**src/wb_pkg.sv**
```systemverilog
// ---------------------------------------------------------------------------
// Bus-side definitions for the Wishbone slave
// ---------------------------------------------------------------------------

package wb_pkg;

   // Default bus geometry
   localparam int WB_WIDTH = 16;           // Data word width
   localparam int WB_BYTES = WB_WIDTH / 8; // One enable per byte lane

   // Kind of an acknowledge still owed to the master.
   // Reads return late (SRAM latency) and writes return on the next cycle,
   // so the bridge tags every accepted strobe with one of these.
   typedef enum logic {
      ACK_READ  = 1'b0,                    // Ack carries dat_o
      ACK_WRITE = 1'b1                     // Ack only, no data
   } ack_kind_e;

endpackage

```
**src/sram_pkg.sv**
```systemverilog
// ---------------------------------------------------------------------------
// Memory-side definitions for the SRAM and its read pipeline
// ---------------------------------------------------------------------------

package sram_pkg;

   // Default geometry
   localparam int SRAM_WBITS = 4;          // 16 words
   localparam int SRAM_TICKS = 2;          // Read latency in cycles

   // One stage of a read pipeline.
   // The kind bit follows the write-enable sense: 0 read, 1 write
   typedef struct packed {
      logic valid;                         // Stage holds a cycle
      logic kind;                          // 1 for write
   } rd_slot_t;

endpackage

```
**src/sram_if.sv**
```systemverilog
`timescale 1ns/1ps

// SRAM port bundle between the bridge and the array

interface sram_if #(
   parameter int WIDTH = 16,
   parameter int BYTES = 2,
   parameter int WBITS = 4
) ();

   logic             ce;     // Cycle enable
   logic             we;     // Write when set with ce
   logic [BYTES-1:0] be;     // Byte-lane enables for writes
   logic [WBITS-1:0] ad;     // Word address
   logic [WIDTH-1:0] wdata;  // Write data
   logic [WIDTH-1:0] rdata;  // Read data, TICKS cycles after ce

   // Bridge side
   modport initiator (
      output ce, we, be, ad, wdata,
      input  rdata
   );

   // Memory side
   modport target (
      input  ce, we, be, ad, wdata,
      output rdata
   );

endinterface

```
**src/wb_sram_interface.sv**
```systemverilog
`timescale 1ns/1ps

// Pipelined Wishbone slave in front of a synchronous SRAM.
// Each accepted strobe becomes one SRAM cycle in the same clock, and a
// shift line of slots remembers which acknowledges are still owed.

module wb_sram_interface #(
   parameter int WIDTH = 16,
   parameter int BYTES = 2,
   parameter int WBITS = 4,
   parameter int TICKS = 2
) (
   input  logic             clk_i,
   input  logic             rst_i,

   // Wishbone B4 pipelined slave
   input  logic             cyc_i,
   input  logic             stb_i,
   input  logic             we_i,
   input  logic [WBITS-1:0] adr_i,
   input  logic [BYTES-1:0] sel_i,
   input  logic [WIDTH-1:0] dat_i,
   output logic             ack_o,
   output logic             stall_o,
   output logic             accept_o,  // Strobe taken on this edge
   output logic [WIDTH-1:0] dat_o,

   sram_if.initiator        sram
);

   sram_pkg::rd_slot_t line_q [TICKS]; // Owed acks with slot 0 newest
   sram_pkg::rd_slot_t head;           // Slot entering the line
   wb_pkg::ack_kind_e  req_kind;       // Kind of the strobe on the bus
   logic               rd_busy;        // A read ack is still owed
   logic               wr_ack;
   logic               rd_ack;

   // ------------------------------------------------------------------------
   // Acceptance and stall
   // ------------------------------------------------------------------------
   assign req_kind = we_i ? wb_pkg::ACK_WRITE : wb_pkg::ACK_READ;

   // Look for reads anywhere in the line
   always_comb begin
      rd_busy = 1'b0;
      for (int i = 0; i < TICKS; i++) begin
         if (line_q[i].valid && (line_q[i].kind == wb_pkg::ACK_READ)) begin
            rd_busy = 1'b1;
         end
      end
   end

   // A write would ack ahead of older reads, so hold it off.
   // Reads never stall; one per cycle keeps up to TICKS in flight.
   assign stall_o  = cyc_i && stb_i && we_i && rd_busy;
   assign accept_o = cyc_i && stb_i && !stall_o && !rst_i; // No SRAM cycle in reset

   // ------------------------------------------------------------------------
   // SRAM cycle issued in the accepting clock
   // ------------------------------------------------------------------------
   assign sram.ce    = accept_o;
   assign sram.we    = accept_o && we_i;     // Same cycle as ce
   assign sram.be    = sel_i;                // Byte enables straight from sel
   assign sram.ad    = adr_i;
   assign sram.wdata = dat_i;

   // ------------------------------------------------------------------------
   // Ack tracking line
   // ------------------------------------------------------------------------
   always_comb begin
      head       = '0;
      head.valid = accept_o;
      head.kind  = req_kind;
   end

   always_ff @(posedge clk_i) begin
      if (rst_i || !cyc_i) begin
         // Owed acks dropped when the master gives up the bus
         for (int i = 0; i < TICKS; i++) begin
            line_q[i] <= '0;
         end
      end else begin
         line_q[0] <= head;
         for (int i = 1; i < TICKS; i++) begin
            line_q[i] <= line_q[i-1];              // Age by one cycle
         end
      end
   end

   // Writes ack from the newest slot one cycle after accept
   assign wr_ack = line_q[0].valid && (line_q[0].kind == wb_pkg::ACK_WRITE);

   // Reads ack from the oldest slot in step with rdata
   assign rd_ack = line_q[TICKS-1].valid && (line_q[TICKS-1].kind == wb_pkg::ACK_READ);

   // Never both at once since writes wait for the reads to drain
   assign ack_o = wr_ack || rd_ack;

   // Array drives zero between reads
   assign dat_o = sram.rdata;

endmodule

```
**src/wb_sram_stream.sv**
```systemverilog
`timescale 1ns/1ps

// Streaming Wishbone port: the master sends strobes without an address,
// the ring counter here supplies one per accepted strobe

module wb_sram_stream #(
   parameter int WIDTH = 16,
   parameter int BYTES = 2,
   parameter int WBITS = 4,
   parameter int START = 0,
   parameter int LAST  = 15,
   parameter int STEP  = 1,
   parameter int TICKS = 2
) (
   input  logic             clk_i,
   input  logic             rst_i,

   // Wishbone B4 pipelined slave, no address
   input  logic             cyc_i,
   input  logic             stb_i,
   input  logic             we_i,
   input  logic [BYTES-1:0] sel_i,
   input  logic [WIDTH-1:0] dat_i,
   output logic             ack_o,
   output logic             stall_o,
   output logic [WIDTH-1:0] dat_o,

   output logic             wrapped_o,  // One-cycle pulse after the LAST accept

   sram_if.initiator        sram
);

   logic [WBITS-1:0] adr_q;     // Address of the next strobe
   logic [WBITS-1:0] adr_next;
   logic             at_last;   // Current address is the ring end
   logic             accept;    // Strobe taken by the bridge this cycle
   logic             wrap_q;

   // ------------------------------------------------------------------------
   // Ring address counter
   // ------------------------------------------------------------------------
   assign at_last  = (adr_q == WBITS'(LAST));
   assign adr_next = at_last ? WBITS'(START) : adr_q + WBITS'(STEP); // Back to START after LAST

   always_ff @(posedge clk_i) begin
      if (rst_i) begin
         adr_q <= WBITS'(START);
      end else if (accept) begin
         adr_q <= adr_next;                 // Step only on acceptance
      end
   end

   // Wrap flag, registered from the accept at LAST
   always_ff @(posedge clk_i) begin
      if (rst_i) begin
         wrap_q <= 1'b0;
      end else begin
         wrap_q <= accept && at_last;
      end
   end

   assign wrapped_o = wrap_q;

   // ------------------------------------------------------------------------
   // Bus to SRAM bridge
   // ------------------------------------------------------------------------
   wb_sram_interface #(
      .WIDTH (WIDTH),
      .BYTES (BYTES),
      .WBITS (WBITS),
      .TICKS (TICKS)
   ) u_bridge (
      .clk_i    (clk_i),
      .rst_i    (rst_i),
      .cyc_i    (cyc_i),
      .stb_i    (stb_i),
      .we_i     (we_i),
      .adr_i    (adr_q),       // Counter supplies the address
      .sel_i    (sel_i),
      .dat_i    (dat_i),
      .ack_o    (ack_o),
      .stall_o  (stall_o),
      .accept_o (accept),      // Advances the counter
      .dat_o    (dat_o),
      .sram     (sram)
   );

endmodule

```
**src/sram_array.sv**
```systemverilog
`timescale 1ns/1ps

// Synchronous single-port SRAM with byte-lane writes.
// Read data goes through TICKS output stages, so rdata is valid exactly
// TICKS cycles after the ce that asked for it.

module sram_array #(
   parameter int WIDTH = 16,
   parameter int BYTES = 2,
   parameter int WBITS = 4,
   parameter int TICKS = 2
) (
   input  logic   clk_i,
   sram_if.target mem
);

   localparam int WORDS = 1 << WBITS;

   logic [WIDTH-1:0]   ram_q  [WORDS];   // Storage, no reset
   logic [WIDTH-1:0]   data_q [TICKS];   // Output stages
   sram_pkg::rd_slot_t slot_q [TICKS];   // Marks stages that carry a read
   logic               rd_req;
   logic               rd_out;           // Last stage holds read data

   assign rd_req = mem.ce && !mem.we;

   // ------------------------------------------------------------------------
   // Write port
   // ------------------------------------------------------------------------
   always_ff @(posedge clk_i) begin
      if (mem.ce && mem.we) begin
         for (int b = 0; b < BYTES; b++) begin
            if (mem.be[b]) begin
               ram_q[mem.ad][b*8 +: 8] <= mem.wdata[b*8 +: 8]; // Lane b only
            end
         end
      end
   end

   // ------------------------------------------------------------------------
   // Read pipeline
   // ------------------------------------------------------------------------
   always_ff @(posedge clk_i) begin
      slot_q[0].valid <= mem.ce;
      slot_q[0].kind  <= mem.we;
      if (rd_req) begin
         data_q[0] <= ram_q[mem.ad];                  // First stage, the array read
      end
      for (int i = 1; i < TICKS; i++) begin
         slot_q[i] <= slot_q[i-1];
         if (slot_q[i-1].valid && !slot_q[i-1].kind) begin
            data_q[i] <= data_q[i-1];                 // Move only live reads
         end
      end
   end

   assign rd_out = slot_q[TICKS-1].valid && !slot_q[TICKS-1].kind;

   // Zero when no read is due out
   assign mem.rdata = rd_out ? data_q[TICKS-1] : '0;

endmodule

```
**src/sram_stream_top.sv**
```systemverilog
`timescale 1ns/1ps

// Streaming Wishbone port onto an on-chip SRAM

module sram_stream_top #(
   parameter int WIDTH = wb_pkg::WB_WIDTH,
   parameter int BYTES = wb_pkg::WB_BYTES,
   parameter int WBITS = sram_pkg::SRAM_WBITS,
   parameter int START = 0,                  // First ring address
   parameter int LAST  = (1 << WBITS) - 1,   // Final ring address
   parameter int STEP  = 1,
   parameter int TICKS = sram_pkg::SRAM_TICKS
) (
   input  logic             clk_i,
   input  logic             rst_i,

   input  logic             cyc_i,
   input  logic             stb_i,
   input  logic             we_i,
   input  logic [BYTES-1:0] sel_i,
   input  logic [WIDTH-1:0] dat_i,
   output logic             ack_o,
   output logic             stall_o,
   output logic [WIDTH-1:0] dat_o,

   output logic             wrapped_o
);

   // Bridge to memory bundle
   sram_if #(
      .WIDTH (WIDTH),
      .BYTES (BYTES),
      .WBITS (WBITS)
   ) u_sram_bus ();

   // ------------------------------------------------------------------------
   // Address generator and bus bridge
   // ------------------------------------------------------------------------
   wb_sram_stream #(
      .WIDTH (WIDTH),
      .BYTES (BYTES),
      .WBITS (WBITS),
      .START (START),
      .LAST  (LAST),
      .STEP  (STEP),
      .TICKS (TICKS)
   ) u_stream (
      .clk_i     (clk_i),
      .rst_i     (rst_i),
      .cyc_i     (cyc_i),
      .stb_i     (stb_i),
      .we_i      (we_i),
      .sel_i     (sel_i),
      .dat_i     (dat_i),
      .ack_o     (ack_o),
      .stall_o   (stall_o),
      .dat_o     (dat_o),
      .wrapped_o (wrapped_o),
      .sram      (u_sram_bus)
   );

   // ------------------------------------------------------------------------
   // Memory
   // ------------------------------------------------------------------------
   sram_array #(
      .WIDTH (WIDTH),
      .BYTES (BYTES),
      .WBITS (WBITS),
      .TICKS (TICKS)
   ) u_array (
      .clk_i (clk_i),
      .mem   (u_sram_bus)
   );

endmodule

```
**config.mk**
```make
export PLATFORM = sky130hd
export DESIGN_NAME = sram_stream_top
export DESIGN_NICKNAME = d
export VERILOG_FILES = /design/src/wb_pkg.sv /design/src/sram_pkg.sv /design/src/sram_if.sv /design/src/wb_sram_interface.sv /design/src/wb_sram_stream.sv /design/src/sram_array.sv /design/src/sram_stream_top.sv
export SDC_FILE = /design/constraint.sdc
export NUM_CORES = 1
export LEC_CHECK = 0
export ABC_AREA = 1
export BUFFER_PORTS_ARGS = -buffer_cell sky130_fd_sc_hd__buf_2
export CAP_MARGIN = 20
export CORE_AREA = 2 2 232 234
export CTS_BUF_LIST = sky130_fd_sc_hd__clkbuf_8
export DETAILED_ROUTE_END_ITERATION = 6
export DIE_AREA = 0 0 234 236
export GPL_TIMING_DRIVEN = 0
export PLACE_DENSITY = 0.4
export SYNTH_ARGS = -nofsm -noshare
export SYNTH_HDL_FRONTEND = slang
export SYNTH_SLANG_ARGS = --single-unit
```
**constraint.sdc**
```tcl
create_clock -name clk_i -period 4.03 [get_ports clk_i]
set_clock_uncertainty 0.2 [all_clocks]
set_input_delay 0 -clock clk_i [delete_from_list [all_inputs] [get_ports clk_i]]
set_output_delay 0 -clock clk_i [all_outputs]
set_load 0.03 [all_outputs]
```
==> metrics <==
drt pass-1 iters 5; Hold Path Depth 5; final period utilization 63.7%; Synth Register Bits 305; First DRT Iteration DRCs 717; CTS Hold Bufs 25; Avg WL per Cell 18.8 um; die width 234 um; final net count 1399; DRT antenna net count 0; I/O Buffers 41; largest cells by area after synthesis edfxtp_1 (66%), nand2_1 (10%), nand3_1 (7.8%), inv_1 (6.7%), dfxtp_1 (2.6%); n_diodes 0; DRC violations left 0; GP Congestion 0.898; hpwl dp 26.6 mm; PnR Total Power 6690 uW; leakage power 0.00654 uW; Max-cap violations 0; cell taking the most area after synthesis edfxtp_1; # Post-CTS Setup Buffers 0; Seq/Total Area, Yosys 69.0%; I/O pin total 42; met1 wire length 19.0 mm; arrival time worst endpoint 2.61 ns; pin count of the biggest net entering global routing 17; reg2reg end u_array.ram_q[15][6]$_DFFE_PP_; worst-case reg-to-reg path depth 3; vias in the first global route 8730; WP data required 4.07 ns; initial antenna violation count 0; count of different cell masters after synthesis 18; met2 WL 17.5 mm; Sink Count 305; Min-Delay Path Class in -> reg; root buffer cell clkbuf_8; clock-pin slew on the worst setup and hold paths 0.06 ns; Total Wirelength 39.5 mm; fmax 389 MHz; CORE AREA 0.0531 sq mm; critical path peak fanout 8; Tightest Pin Transition 1.01 ns; most frequent cells in the layout nand2_1 (363), edfxtp_1 (288), inv_1 (257); Synth Warn # 0; VDD IR-drop max 0.205 mV; RSZ-0062 raised after global routing no; first-pass GRT wire length 58.7 mm; row count 85; Mapped Avg Cell Area 10.5 sq um; reg2reg start u_stream.adr_q[0]$_SDFFE_PP0N_; number of H-tree levels 2; type of the worst setup path reg -> reg; outcome finished clean; Worst R2R Setup Slack 1.46 ns; Synth top area share 66.4%; synthesized net count 1263; Via-to-Cell Ratio 4.17; CP Capture Type flop; Inserted Clock Buffers 54; Worst slew margin 32.1%; Slew Limit Fails 0; Resized cells post-CTS 0; minimum clock period 2.57 ns; commonest non-fill, non-tap cell in the layout nand2_1; Final setup viols 0; CTS tree done; Worst setup SP type flop; GR Util All Layers 14.7%; maximum clock path buffer count 3; Final TNS setup 0 ns; gr ovfl total 0; Die Y 236 um; Worst Hold Endpoint u_stream.adr_q[1]$_SDFFE_PP0N_; vias 8769; Synth Cell Area 0.0130 sq mm; share of cells above drive strength 1 13.6%; Layout area overhead 19.3%; cell area power density 431 mW/mm^2; Initial Utilization 24.6%; Hold Path Origin rst_i; Worst-Skew Late Latency 0.63 ns; area of the die 0.0552 sq mm; Met3 Routed Length 2.30 mm; Final Hold Viols 0; top layer in use met4; Mapped Cells 1236
through the flow:
| stage | worst slack (ns) | hold slack, ns | cells | cell area [sq um] | util [%] |
|---|---|---|---|---|---|
| 2_1_floorplan | 2.01 | -0.101 | 1236 | 13000 | - |
| 3_3_place_gp | 0.986 | 0.0895 | 1973 | 14100 | 26.6 |
| 3_5_place_dp | 1.52 | 0.0959 | 1987 | 14300 | 27.0 |
| 4_1_cts | 1.52 | 0.0643 | 2104 | 15500 | 29.3 |
| 5_1_grt | 1.41 | 0.114 | 2104 | 15500 | 29.3 |
| 6_report | 1.46 | 0.140 | 2104 | 15500 | 29.3 |
cell usage after synthesis:
library cell / number
nand2_1: 363
edfxtp_1: 288
inv_1: 234
nand3_1: 204
nor3_1: 30
nor2_1: 26
buf_4: 17
dfxtp_1: 17
buf_2: 14
buf_6: 13
clkbuf_1: 11
buf_1: 4
ha_1: 4
o21ai_0: 4
inv_2: 2
nand4_1: 2
nor3_2: 2
nand4_4: 1
sequential cells by signal, summed over array words and instances (netlist names), named ones only:
name,count
u_array.ram_q,256
u_array.slot_q,4
u_stream.u_bridge.line_q,4
u_array.data_q,32
u_stream.adr_q,4
u_stream.wrapped_o,1
worst max-delay path, cell delays in order, from the launching register on:
cell and delay, ns:
dfxtp_1 0.40, ha_1 0.36, nand3_1 0.37, nor3_2 0.88
worst max path at each step:
stage                                         startpoint                              to  slack [ns]
after floorplan           u_stream.adr_q[0]$_SDFFE_PP0N_  u_array.ram_q[15][0]$_DFFE_PP_        2.01
after global placement    u_stream.adr_q[0]$_SDFFE_PP0N_  u_array.ram_q[15][2]$_DFFE_PP_        0.99
after detailed placement  u_stream.adr_q[0]$_SDFFE_PP0N_  u_array.ram_q[15][2]$_DFFE_PP_        1.52
after CTS                 u_stream.adr_q[0]$_SDFFE_PP0N_  u_array.ram_q[15][6]$_DFFE_PP_        1.52
after global routing      u_stream.adr_q[0]$_SDFFE_PP0N_  u_array.ram_q[15][6]$_DFFE_PP_        1.41
final                     u_stream.adr_q[0]$_SDFFE_PP0N_  u_array.ram_q[15][6]$_DFFE_PP_        1.46
layer usage:
layer	global-route usage (%)	vias to the layer above
met5	0	-
met4	3.59	0
met3	3.20	48
met2	22.2	239
met1	21.4	4215
li1	-	4267
report_power, final:
group | total (uW) | internal (uW) | switching (uW)
registers | 3490 | 3490 | 6.46
logic | 536 | 148 | 388
clock network | 2660 | 1400 | 1260
area by class of cell:
class                   count  area, sq um
fillers                  5494        37500
flip-flops and latches    305         8990
multi-input cells         636         2860
inverters                 236          886
well taps                 696          871
clock buffers              63          867
repair buffers             80          554
plain buffers              59          400
clock inverters            29          113
cell families (layout without fill, tap and decap cells):
| family | Yosys count | in the layout | share of synthesized area [%] |
|---|---|---|---|
| simple gates | 628 | 628 | 20.6 |
| buf+inv | 295 | 467 | 9.87 |
| compound gates | 4 | 4 | 0.154 |
| fa+ha+maj | 4 | 4 | 0.384 |
| flops | 305 | 305 | 69.0 |
(Power assumes the default switching activity.)
